**src/lcdPkg.sv**
```systemverilog
////////////////////////////////////////////////////////////////////////////
// lcd side definitions
// character buffer types, HD44780 command opcodes, hold-wait classes
// and the LCD pin bundle
////////////////////////////////////////////////////////////////////////////
`default_nettype none

package lcdPkg;

    typedef logic [4:0] charAddrT;  // 32 positions, two lines of 16
    typedef logic [7:0] charCodeT;

    // opcodes sent with rs low
    typedef enum logic [7:0] {
        cmdFunctionSet  = 8'h38,    // 8-bit bus, two lines, 5x8 font
        cmdDisplayOff   = 8'h08,
        cmdDisplayClear = 8'h01,
        cmdEntryMode    = 8'h06,    // increment, no shift
        cmdDisplayOn    = 8'h0C,
        cmdSetDdram     = 8'h80,    // line one base
        lineTwoBase     = 8'hC0
    } lcdCmdE;

    // hold wait after the enable pulse
    typedef enum logic [1:0] {
        waitChar,
        waitCmd,
        waitLong
    } waitSelE;

    typedef struct packed {
        logic     valid;
        charAddrT addr;
        charCodeT code;
    } charWriteT;

    typedef struct packed {
        logic       valid;
        logic       rs;     // 0 command, 1 data
        logic [7:0] data;
        waitSelE    waitSel;
    } lcdCycleT;

    typedef struct packed {
        logic       rs;
        logic       en;
        logic [7:0] data;
    } lcdPinsT;

endpackage

`default_nettype wire

```
**src/hostPkg.sv**
```systemverilog
////////////////////////////////////////////////////////////////////////////
// host side definitions
// AXI4-Lite write channel request and response bundles plus the
// response codes and the size of the character region
////////////////////////////////////////////////////////////////////////////
`default_nettype none

package hostPkg;

    // inputs of the write channel as seen by the slave
    typedef struct packed {
        logic        awvalid;
        logic [7:0]  awaddr;
        logic        wvalid;
        logic [15:0] wdata;     // character in bits 7:0
        logic [1:0]  wstrb;
        logic        bready;
    } axiWrReqT;

    typedef struct packed {
        logic       awready;
        logic       wready;
        logic       bvalid;
        logic [1:0] bresp;
    } axiWrRespT;

    localparam logic [1:0] respOkay   = 2'b00;
    localparam logic [1:0] respSlvErr = 2'b10;

    localparam int charRegionBytes = 128;   // 32 word-aligned slots

endpackage

`default_nettype wire

```
**src/charWriteSlave.sv**
```systemverilog
////////////////////////////////////////////////////////////////////////////
// AXI4-Lite write-only slave
// accepts address and data beats independently, range checks the
// address, issues one buffer write and holds the response until bready
////////////////////////////////////////////////////////////////////////////
`timescale 1ns/1ps
`default_nettype none

module charWriteSlave
(
    input  wire logic              clk,
    input  wire logic              lcdOnIn,
    input  wire hostPkg::axiWrReqT axiReq,
    output hostPkg::axiWrRespT     axiResp,
    output lcdPkg::charWriteT      charWrite
);

    logic       awHeld;     // address beat captured
    logic       wHeld;      // data beat captured
    logic       bValid;
    logic [1:0] bResp;
    logic       writeValid;

    logic [7:0]       addrReg;
    lcdPkg::charCodeT codeReg;
    logic             strbReg;

    logic awReady;
    logic wReady;
    logic inRange;
    logic bothHeld;

    // only one write outstanding
    assign awReady  = !awHeld && !bValid;
    assign wReady   = !wHeld && !bValid;
    assign inRange  = addrReg < hostPkg::charRegionBytes;
    assign bothHeld = awHeld && wHeld;

    always_ff @(posedge clk or negedge lcdOnIn)
    begin
        if (!lcdOnIn)
        begin
            awHeld     <= 1'b0;
            wHeld      <= 1'b0;
            bValid     <= 1'b0;
            bResp      <= hostPkg::respOkay;
            writeValid <= 1'b0;
        end
        else
        begin
            writeValid <= 1'b0;     // single cycle pulse
            if (awReady && axiReq.awvalid)
            begin
                awHeld <= 1'b1;
            end
            if (wReady && axiReq.wvalid)
            begin
                wHeld <= 1'b1;
            end
            if (bothHeld)
            begin
                awHeld     <= 1'b0;
                wHeld      <= 1'b0;
                bValid     <= 1'b1;
                bResp      <= inRange ? hostPkg::respOkay : hostPkg::respSlvErr;
                writeValid <= inRange && strbReg;   // low byte lane only
            end
            else if (bValid && axiReq.bready)
            begin
                bValid <= 1'b0;
            end
        end
    end

    // beat payload, stable until the response is taken
    always_ff @(posedge clk)
    begin
        if (awReady && axiReq.awvalid)
        begin
            addrReg <= axiReq.awaddr;
        end
        if (wReady && axiReq.wvalid)
        begin
            codeReg <= axiReq.wdata[7:0];
            strbReg <= axiReq.wstrb[0];
        end
    end

    assign axiResp   = '{awready: awReady, wready: wReady, bvalid: bValid, bresp: bResp};
    assign charWrite = '{valid: writeValid, addr: addrReg[6:2], code: codeReg};

endmodule

`default_nettype wire

```
**src/charBuffer.sv**
```systemverilog
////////////////////////////////////////////////////////////////////////////
// character buffer
// 32 x 8 store, one write port from the host side and a read port
// that is registered on every clock
////////////////////////////////////////////////////////////////////////////
`timescale 1ns/1ps
`default_nettype none

module charBuffer
(
    input  wire logic              clk,
    input  wire logic              lcdOnIn,
    input  wire lcdPkg::charWriteT charWrite,
    input  wire lcdPkg::charAddrT  readAddr,
    output lcdPkg::charCodeT       readCode
);

    lcdPkg::charCodeT mem [32];

    always_ff @(posedge clk)
    begin
        if (charWrite.valid)
        begin
            mem[charWrite.addr] <= charWrite.code;
        end
    end

    // one clock read latency
    always_ff @(posedge clk or negedge lcdOnIn)
    begin
        if (!lcdOnIn)
        begin
            readCode <= '0;
        end
        else
        begin
            readCode <= mem[readAddr];
        end
    end

endmodule

`default_nettype wire

```
**src/lcdSequencer.sv**
```systemverilog
////////////////////////////////////////////////////////////////////////////
// LCD sequencer
// power-on wait, eight init commands, then an endless refresh of all
// 32 positions as address and data transfer pairs
////////////////////////////////////////////////////////////////////////////
`timescale 1ns/1ps
`default_nettype none

module lcdSequencer
#(
    parameter int powerOnCycles = 1000000
)
(
    input  wire logic             clk,
    input  wire logic             lcdOnIn,
    input  wire lcdPkg::charCodeT readCode,
    input  wire logic             cycleReady,
    output lcdPkg::charAddrT      readAddr,
    output lcdPkg::lcdCycleT      cycleReq
);

    localparam int waitW = $clog2(powerOnCycles + 1);

    typedef enum logic [1:0] {
        powerOn,
        initCmd,
        refreshAddr,
        refreshData
    } seqStateE;

    seqStateE         state;
    logic [waitW-1:0] waitCnt;
    logic [2:0]       initIdx;
    lcdPkg::charAddrT pos;
    logic             reqValid;

    logic           reqRs;
    logic [7:0]     reqData;
    lcdPkg::waitSelE reqWait;

    logic            loadReq;
    logic            reqAccept;
    logic [7:0]      ddramCmd;
    logic [7:0]      initCode;
    lcdPkg::waitSelE initWait;
    logic            nextRs;
    logic [7:0]      nextData;
    lcdPkg::waitSelE nextWait;

    assign loadReq   = !reqValid && (state != powerOn);
    assign reqAccept = reqValid && cycleReady;

    // second line starts at DDRAM 0x40
    assign ddramCmd = pos[4] ? (lcdPkg::lineTwoBase | {4'h0, pos[3:0]})
                             : (lcdPkg::cmdSetDdram | {4'h0, pos[3:0]});

    always_comb
    begin
        initWait = lcdPkg::waitCmd;
        case (initIdx)
            3'd0:
            begin
                initCode = lcdPkg::cmdFunctionSet;
                initWait = lcdPkg::waitLong;    // first one needs the long wait
            end
            3'd1, 3'd2, 3'd3: initCode = lcdPkg::cmdFunctionSet;
            3'd4:             initCode = lcdPkg::cmdDisplayOff;
            3'd5:
            begin
                initCode = lcdPkg::cmdDisplayClear;
                initWait = lcdPkg::waitLong;
            end
            3'd6:             initCode = lcdPkg::cmdEntryMode;
            default:          initCode = lcdPkg::cmdDisplayOn;
        endcase
    end

    always_comb
    begin
        nextRs   = 1'b0;
        nextData = ddramCmd;
        nextWait = lcdPkg::waitChar;
        case (state)
            initCmd:
            begin
                nextData = initCode;
                nextWait = initWait;
            end
            refreshData:
            begin
                nextRs   = 1'b1;
                nextData = readCode;    // read at the address accept
            end
            default: ;
        endcase
    end

    always_ff @(posedge clk or negedge lcdOnIn)
    begin
        if (!lcdOnIn)
        begin
            state    <= powerOn;
            waitCnt  <= '0;
            initIdx  <= '0;
            pos      <= '0;
            reqValid <= 1'b0;
        end
        else
        begin
            if (loadReq)
            begin
                reqValid <= 1'b1;
            end
            else if (reqAccept)
            begin
                reqValid <= 1'b0;
            end

            case (state)
                powerOn:
                begin
                    if (waitCnt == waitW'(powerOnCycles - 1))
                    begin
                        state <= initCmd;
                    end
                    else
                    begin
                        waitCnt <= waitCnt + 1'b1;
                    end
                end
                initCmd:
                begin
                    if (reqAccept)
                    begin
                        if (initIdx == 3'd7)
                        begin
                            state <= refreshAddr;
                        end
                        initIdx <= initIdx + 1'b1;
                    end
                end
                refreshAddr:
                begin
                    if (reqAccept)
                    begin
                        state <= refreshData;
                    end
                end
                default:
                begin
                    if (reqAccept)
                    begin
                        pos   <= pos + 1'b1;   // wraps 31 -> 0
                        state <= refreshAddr;
                    end
                end
            endcase
        end
    end

    always_ff @(posedge clk)
    begin
        if (loadReq)
        begin
            reqRs   <= nextRs;
            reqData <= nextData;
            reqWait <= nextWait;
        end
    end

    assign readAddr = pos;
    assign cycleReq = '{valid: reqValid, rs: reqRs, data: reqData, waitSel: reqWait};

endmodule

`default_nettype wire

```
**src/lcdBusCycle.sv**
```systemverilog
////////////////////////////////////////////////////////////////////////////
// LCD bus cycle
// runs one transfer as setup, enable pulse and hold wait, and drives
// the rs, en and data pins
////////////////////////////////////////////////////////////////////////////
`timescale 1ns/1ps
`default_nettype none

module lcdBusCycle
#(
    parameter int enableCycles   = 26,
    parameter int charWaitCycles = 26,
    parameter int cmdWaitCycles  = 7500,
    parameter int longWaitCycles = 250000
)
(
    input  wire logic             clk,
    input  wire logic             lcdOnIn,
    input  wire lcdPkg::lcdCycleT cycleReq,
    output logic                  cycleReady,
    output lcdPkg::lcdPinsT       lcdPins
);

    // wide enough for the largest load
    localparam int cntW =
        $clog2(enableCycles + charWaitCycles + cmdWaitCycles + longWaitCycles + 1);

    typedef enum logic [1:0] {
        idle,
        setup,
        strobe,
        hold
    } phaseE;

    phaseE           phase;
    logic [cntW-1:0] count;
    logic [cntW-1:0] holdLoad;
    logic            busy;

    logic            rsReg;
    logic [7:0]      dataReg;
    lcdPkg::waitSelE waitReg;

    always_comb
    begin
        case (waitReg)
            lcdPkg::waitChar: holdLoad = cntW'(charWaitCycles - 1);
            lcdPkg::waitCmd:  holdLoad = cntW'(cmdWaitCycles - 1);
            default:          holdLoad = cntW'(longWaitCycles - 1);
        endcase
    end

    always_ff @(posedge clk or negedge lcdOnIn)
    begin
        if (!lcdOnIn)
        begin
            phase <= idle;
            count <= '0;
        end
        else
        begin
            case (phase)
                idle:
                begin
                    if (cycleReq.valid)
                    begin
                        phase <= setup;
                    end
                end
                setup:
                begin
                    phase <= strobe;
                    count <= cntW'(enableCycles - 1);
                end
                strobe:
                begin
                    if (count == '0)
                    begin
                        phase <= hold;
                        count <= holdLoad;
                    end
                    else
                    begin
                        count <= count - 1'b1;
                    end
                end
                default:
                begin
                    if (count == '0)
                    begin
                        phase <= idle;
                    end
                    else
                    begin
                        count <= count - 1'b1;
                    end
                end
            endcase
        end
    end

    // transfer captured on the accepting edge
    always_ff @(posedge clk)
    begin
        if (cycleReady && cycleReq.valid)
        begin
            rsReg   <= cycleReq.rs;
            dataReg <= cycleReq.data;
            waitReg <= cycleReq.waitSel;
        end
    end

    assign cycleReady = (phase == idle);
    assign busy       = !cycleReady;
    assign lcdPins    = '{rs: busy && rsReg,
                          en: phase == strobe,
                          data: busy ? dataReg : 8'h00};  // bus parked at zero

endmodule

`default_nettype wire

```
**src/lcdController.sv**
```systemverilog
////////////////////////////////////////////////////////////////////////////
// LCD controller top
// host write slave feeding the character buffer, read back by the
// sequencer which drives the LCD through the bus cycle unit
////////////////////////////////////////////////////////////////////////////
`timescale 1ns/1ps
`default_nettype none

module lcdController
#(
    parameter int powerOnCycles  = 1000000,  // 20 ms at 50 MHz
    parameter int enableCycles   = 26,
    parameter int charWaitCycles = 26,
    parameter int cmdWaitCycles  = 7500,
    parameter int longWaitCycles = 250000
)
(
    input  wire logic              clk,
    input  wire logic              lcdOnIn,
    input  wire hostPkg::axiWrReqT axiReq,
    output hostPkg::axiWrRespT     axiResp,
    output lcdPkg::lcdPinsT        lcdPins
);

    lcdPkg::charWriteT charWrite;
    lcdPkg::charAddrT  readAddr;
    lcdPkg::charCodeT  readCode;
    lcdPkg::lcdCycleT  cycleReq;
    logic              cycleReady;

    charWriteSlave i_slave
    (
        .clk       (clk),
        .lcdOnIn   (lcdOnIn),
        .axiReq    (axiReq),
        .axiResp   (axiResp),
        .charWrite (charWrite)
    );

    charBuffer i_buffer
    (
        .clk       (clk),
        .lcdOnIn   (lcdOnIn),
        .charWrite (charWrite),
        .readAddr  (readAddr),
        .readCode  (readCode)
    );

    lcdSequencer #(
        .powerOnCycles (powerOnCycles)
    ) i_sequencer (
        .clk        (clk),
        .lcdOnIn    (lcdOnIn),
        .readCode   (readCode),
        .cycleReady (cycleReady),
        .readAddr   (readAddr),
        .cycleReq   (cycleReq)
    );

    lcdBusCycle #(
        .enableCycles   (enableCycles),
        .charWaitCycles (charWaitCycles),
        .cmdWaitCycles  (cmdWaitCycles),
        .longWaitCycles (longWaitCycles)
    ) i_busCycle (
        .clk        (clk),
        .lcdOnIn    (lcdOnIn),
        .cycleReq   (cycleReq),
        .cycleReady (cycleReady),
        .lcdPins    (lcdPins)
    );

endmodule

`default_nettype wire

```
**config.mk**
```make
export PLATFORM = sky130hd
export DESIGN_NAME = lcdController
export DESIGN_NICKNAME = d
export VERILOG_FILES = /design/src/lcdPkg.sv /design/src/hostPkg.sv /design/src/charWriteSlave.sv /design/src/charBuffer.sv /design/src/lcdSequencer.sv /design/src/lcdBusCycle.sv /design/src/lcdController.sv
export SDC_FILE = /design/constraint.sdc
export NUM_CORES = 1
export LEC_CHECK = 0
export BUFFER_PORTS_ARGS = -buffer_cell sky130_fd_sc_hd__buf_2
export CAP_MARGIN = 40
export CORE_MARGIN = 1
export CORE_UTILIZATION = 50
export DETAILED_ROUTE_END_ITERATION = 12
export GPL_TIMING_DRIVEN = 0
export PLACE_DENSITY = 0.78
export SYNTH_ARGS = -nofsm -noshare
export SYNTH_HDL_FRONTEND = slang
export SYNTH_SLANG_ARGS = --single-unit
```
**constraint.sdc**
```tcl
create_clock -name clk -period 5.6 [get_ports clk]
set_clock_uncertainty 0.15 [all_clocks]
set_input_delay 0.28 -clock clk [delete_from_list [all_inputs] [get_ports clk]]
set_output_delay 0.28 -clock clk [all_outputs]
set_load 0.05 [all_outputs]
```
Yosys cells after proc, flatten, opt, wreduce, memory -nomap -nowiden
Memories as Yosys holds them, arrays and structs flattened. A register that Yosys moved wholly into a read port is not among the register bits.
Index checks and enable logic that the tools add are counted.
{"block": "word_totals", "ff_bits": 96, "ram_bits": 256, "input_bits": 31, "out_inout_bits": 15, "wordCells": 120, "mem_count": 1}
{"block": "classes", "add_sub_neg": 4, "n_lt_le_gt_ge": 1, "n_eq_ne": 21, "n_mux": 32, "bitwise": 3, "n_reduce_logical": 37}
{"name": "i_buffer.mem", "words": 32, "word_bits": 8, "read_ports": 1, "rd_clocked_by_memory_dff": 1, "write_ports": 1, "line_no": "charBuffer.sv:18", "source": "lcdPkg::charCodeT mem [32];"}
{"op": "case mux 18 bit (3 select lines)", "n": 1}
{"op": "two-way mux 18 bit", "n": 2}
{"op": "case mux 18 bit (2 select lines)", "n": 1}
{"op": "case mux 6 bit (4 select lines)", "n": 1}
{"op": "adder 20 x 1 -> 20 bit (second input constant)", "n": 1}
{"op": "== test 20 bit (second input constant)", "n": 1}
{"op": "two-way mux 2 bit", "n": 10}
{"op": "zero test 18 bit", "n": 1}
{"op": "subtractor 18 x 1 -> 18 bit (second input constant)", "n": 1}
{"op": "case mux 8 bit (2 select lines)", "n": 1}
{"op": "== test 3 bit (second input constant)", "n": 4}
{"op": "two-way mux 1 bit", "n": 12}
{"op": "case mux 2 bit (3 select lines)", "n": 2}
{"op": "nonzero test 2 bit", "n": 6}
{"op": "logical AND 1 bit", "n": 10}
{"op": "!= test 2 x 1 -> 1 bit (second input constant)", "n": 5}
{"op": "< comparator 8 bit (second input constant)", "n": 1}
{"op": "two-way mux 8 bit", "n": 1}
{"op": "AND reduction 2 bit", "n": 4}
{"op": "two-way mux 7 bit", "n": 1}
{"op": "== test 2 x 1 -> 1 bit (second input constant)", "n": 3}
{"op": "== test 2 bit (second input constant)", "n": 3}
{"op": "== test 3 x 2 -> 1 bit (second input constant)", "n": 2}
{"op": "zero test 1 bit", "n": 6}
{"op": "14 further kinds", "n": 18}

Longest topological paths before layout
{"block": "logic_depth", "ltp_word": 5, "ltp_mapped": 8}

Modules after synthesis
Synthesis repeated with hierarchy kept, for this count alone.
{"block": "hier_totals", "cells_unflattened": 832, "area_unflattened_um2": 14755.4}
{"mod": "charBuffer", "n_inst": 1, "cells_per_inst": 417, "area_per_inst_um2": 10093.4}
{"mod": "lcdSequencer", "n_inst": 1, "cells_per_inst": 171, "area_per_inst_um2": 1968.1}
{"mod": "lcdBusCycle", "n_inst": 1, "cells_per_inst": 201, "area_per_inst_um2": 1959.4}
{"mod": "charWriteSlave", "n_inst": 1, "cells_per_inst": 43, "area_per_inst_um2": 734.5}

Worst setup path after synthesis
Ideal clock, no wire load.
{"block": "synth_path", "path_kind": "register -> register", "from": "reg i_busCycle.count[0]", "to": "reg i_busCycle.count[12]", "t_arrival_ns": 2.107, "slack_ns": 3.280, "path_stages_with_launch": 8, "path_cell_list": "dfrtp_1 > inv_1 > ha_1 > nor3b_1 > or3b_4 > or3_1 > o22ai_1 > a22o_2"}
{"block": "synth_via", "elab_chain_len": 3, "elab_cells_between_ends": 7, "cone_classes": "add/sub: 1; eq/ne: 1; mux: 3; reduce/logical: 2"}
{"element": "start: declaration", "line_no": "lcdBusCycle.sv:36", "source": "logic [cntW-1:0] count;"}
{"element": "start signal: assignment", "line_no": "lcdBusCycle.sv:73", "source": "count <= cntW'(enableCycles - 1);"}
{"element": "start signal: assignment", "line_no": "lcdBusCycle.sv:80", "source": "count <= holdLoad;"}
{"element": "start signal: assignment", "line_no": "lcdBusCycle.sv:84", "source": "count <= count - 1'b1;"}
{"element": "subtractor 18 x 1 -> 18 bit / zero test 18 bit (equally long branches)"}
{"element": "two-way mux 18 bit, or another cell as far along", "line_no": "lcdBusCycle.sv:89", "source": "if (count == '0)"}
{"element": "case mux 18 bit (3 select lines) / AND reduction 2 bit (equally long branches)"}
Parallel ways exist; a longest one is shown, timed or not. The select of a mux whose other input is x is not followed.
A chain may end at the register's enable or synchronous reset.

==> results.cfg <==
[timing]
worst_pin_slew_ps = 897
final_max_slew_viol_count = 0
setup_ws_ps = 2530
fin_crit_ps = 3070
clock.fmax_ghz = 0.326
whs_ps = 107
period_share_pct = 54.8
grt_setup_unrepaired = no
max_slew_margin_pct = 40.1
hold_viol = 0
setup_violations = 0
setup_tns_ps = 0

[logic_synthesis]
yosys.area.top_type = edfxtp_1
syn_area_per_cell_sq_um = 17.0
async_reset_ff_share_pct = 17.9
synthTopCellsByArea = edfxtp_1, mux4_2, dfrtp_1
yosysSeqAreaShare_pct = 71.1
syn_area_sq_mm = 0.0146
synth_fp_nets = 906
synth_edf_count = 293
synth_flop_cell = edfxtp_1
syn-instance-count = 862
netlist.area_leader.share_pct = 60.1
ys_ff_latch = 357
ys_types = 67
yosysWarningCount = 0

[place]
place.gp.congestion = 0.903
portBuffers = 33
dp_slack_ps = 2600
place_inst = 1287
hpwl_um = 18400
dpl_cell_area_sq_mm = 0.0154

[clocking]
cts.sinks = 357
cts_tree = built
clock_path_buffers = 3
ctsRootBufferMaster = clkbuf_16
ctsResizeCount = 0
insertion_delay_ps = 550
clkTransAtPathRegs_ps = 60
cts_max_level = 2
cts_buffers = 37

[floorplan]
die_h_um = 173
pin_count = 46
placeableCoreArea_sq_mm = 0.0288
fp.dieW_um = 173
fp.dieArea_sq_mm = 0.0299
start_util_pct = 50.8
rows = 62

[route]
vias = 8049
wire_per_inst_um = 20.5
ant_nets = 0
post_drt_via_cell_ratio = 5.86
first_pass_iters = 5
drc = 0
finalWirelength_um = 28200
drtIter0Drc = 828

[power]
internal_power_mw = 4.48
pwr-share-clk_pct = 41.7
pwr-share-comb_pct = 4.8
irDropWorstVdd_v = 0.000294
p_sw_mw = 1.28
power_mw = 5.76
p_per_area_mw_per_mm2 = 343
p_seq_share_pct = 53.5
swShare_pct = 22.2
p_leak_nw = 5.75

[worst_setup_path]
cp.arrival_ps = 3330
critPathKind = reg -> reg
crit_fanout = 10
required_ps = 5870
startpoint_type = flop
end_kind = flop

[final_layout]
finalNetCount = 1005
final_core_util_pct = 58.4
area_growth_pct = 15.0
antenna_cells = 0
drive_above_1_share_pct = 20.7
design_area_sq_mm = 0.0168
fin_cells = 1373
fillers = 2044

[grt]
grt_pass1_vias = 8224
grt_pass1_wl_um = 45100
grt_max_degree = 53
grt_overflow_total = 0
grt_antenna_before_repair = 0
grt_usage_pct = 19.5

[hold_path]
hp-class = in -> reg

[job]
max-cap-violations = 0

[outcome]
status = complete, no violations
-- cells by family (layout without fill, tap and decap cells) --
logic type	after synthesis	after routing	share of synthesized area, %
flip-flops	357	357	71.1
AO/OA/AOI/OAI	94	94	4.47
buffers and inverters	58	185	1.80
XOR/XNOR	25	25	1.50
multiplexers	89	89	12.3
adder cells (fa/ha/maj)	13	13	1.11
AND/OR/NAND/NOR	225	225	7.70
other	1	1	0.0256
-- power by group through the flow --
stage	Clock (mW)	Sequential, mW	Combinational, mW
global route	2.54	3.09	0.296
CTS	2.43	3.09	0.255
finish	2.40	3.08	0.274
detailed placement	0	3.14	0.245
global placement	0	3.17	0.172
floorplan	0	3.14	0.118
-- timing repair --
action / in CTS / in global routing
buffers inserted: 0 / 0
hold buffers: 18 / 0
setup endpoints to repair: 0 / 0
endpoints found under the hold margin: 80 / 0
-- path summary, 6_finish.rpt --
| kind | cells past startpoint | slack, ps | end | start |
|---|---|---|---|---|
| setup / recovery | 6 | 2530 | i_buffer.readCode[4]$_DFF_PN0_ | i_sequencer.readAddr[1]$_DFFE_PN0P_ |
| hold / removal | 2 | 110 | i_slave.addrReg[3]$_DFFE_PP_ | axiReq[28] |
| setup reg to reg | 6 | 2530 | i_buffer.readCode[4]$_DFF_PN0_ | i_sequencer.readAddr[1]$_DFFE_PN0P_ |
| hold reg to reg | 0 | 270 | i_busCycle.dataReg[0]$_DFFE_PP_ | i_sequencer.reqData[0]$_DFFE_PP_ |
| max in group asynchronous | 3 | 4240 | i_busCycle.count[15]$_DFFE_PN0P_ | lcdOnIn |
| min in group asynchronous | 3 | 140 | i_sequencer.initIdx[2]$_DFFE_PN0P_ | lcdOnIn |
-- metal layers --
layer  share of wire [%]  global-route usage (%)
met5                   0                       0
met3                 7.0                    3.23
met1                  41                    26.2
met2                  49                    32.0
met4                 3.0                    8.19
-- sequential cells by signal (all words and copies together), names as in the netlist, 2 cells and up --
signal	count
i_busCycle.count	18
i_sequencer.waitCnt	20
i_sequencer.reqData	8
i_sequencer.readAddr	5
i_slave.addrReg	6
i_buffer.mem	256
i_busCycle.phase	2
i_buffer.readCode	8
i_sequencer.reqWait	2
i_slave.codeReg	8
i_sequencer.initIdx	3
i_sequencer.state	2
i_busCycle.dataReg	8
i_busCycle.waitReg	2
-- worst max-delay path, stage by stage, from the launching register on --
cell and delay, ps:
dfrtp_1 430, buf_1 610, clkbuf_1 630, mux4_2 420, mux2i_1 300, a32oi_1 200, o21a_1 200
-- synthesized netlist by cell type (5+ instances only) --
| cell | instances |
|---|---|
| ha_1 | 13 |
| buf_4 | 6 |
| nand2b_1 | 7 |
| nor3_1 | 13 |
| inv_1 | 13 |
| buf_2 | 9 |
| mux2i_1 | 9 |
| nand3_1 | 15 |
| o21ai_0 | 24 |
| nand2_1 | 52 |
| a21oi_1 | 9 |
| nor4_1 | 7 |
| nor2b_1 | 12 |
| or3_1 | 5 |
| xnor2_1 | 20 |
| nor2_1 | 68 |
| edfxtp_1 | 293 |
| dfrtp_1 | 64 |
| a32oi_1 | 9 |
| clkbuf_1 | 22 |
| nand4_1 | 9 |
| and2_1 | 7 |
| buf_1 | 5 |
| nand3b_1 | 5 |
| mux4_2 | 72 |
| o21a_1 | 9 |
| xor2_1 | 5 |
| o22ai_1 | 6 |
| mux2_2 | 8 |
-- cell usage in the layout, fill, tap and decap left out, types with 8 or more instances in the layout --
cell	instances
edfxtp_1	293
buf_2	41
nand3_1	15
ha_1	13
dlygate4sd3_1	18
clkbuf_16	38
o21a_1	9
nand4_1	9
mux2i_1	9
inv_1	13
clkinv_1	8
dfrtp_1	64
nand2_1	52
nor3_1	13
mux2_2	8
nor2_1	68
a32oi_1	9
o21ai_0	24
a21oi_1	9
mux4_2	72
clkbuf_1	29
nor2b_1	12
xnor2_1	20
-- final cells by class --
cell class / count / area [sq um] / area share (%)
Sequential cell: 357 / 10400 / 61.8
Multi-Input combinational cell: 447 / 3970 / 23.6
Clock buffer: 45 / 966 / 5.74
Timing Repair Buffer: 60 / 505 / 3.01
Tap cell: 384 / 480 / 2.86
Clock inverter: 22 / 238 / 1.41
Buffer: 44 / 210 / 1.25
Inverter: 14 / 52.6 / 0.312
No activity file was read; power rests on OpenSTA's default activity.
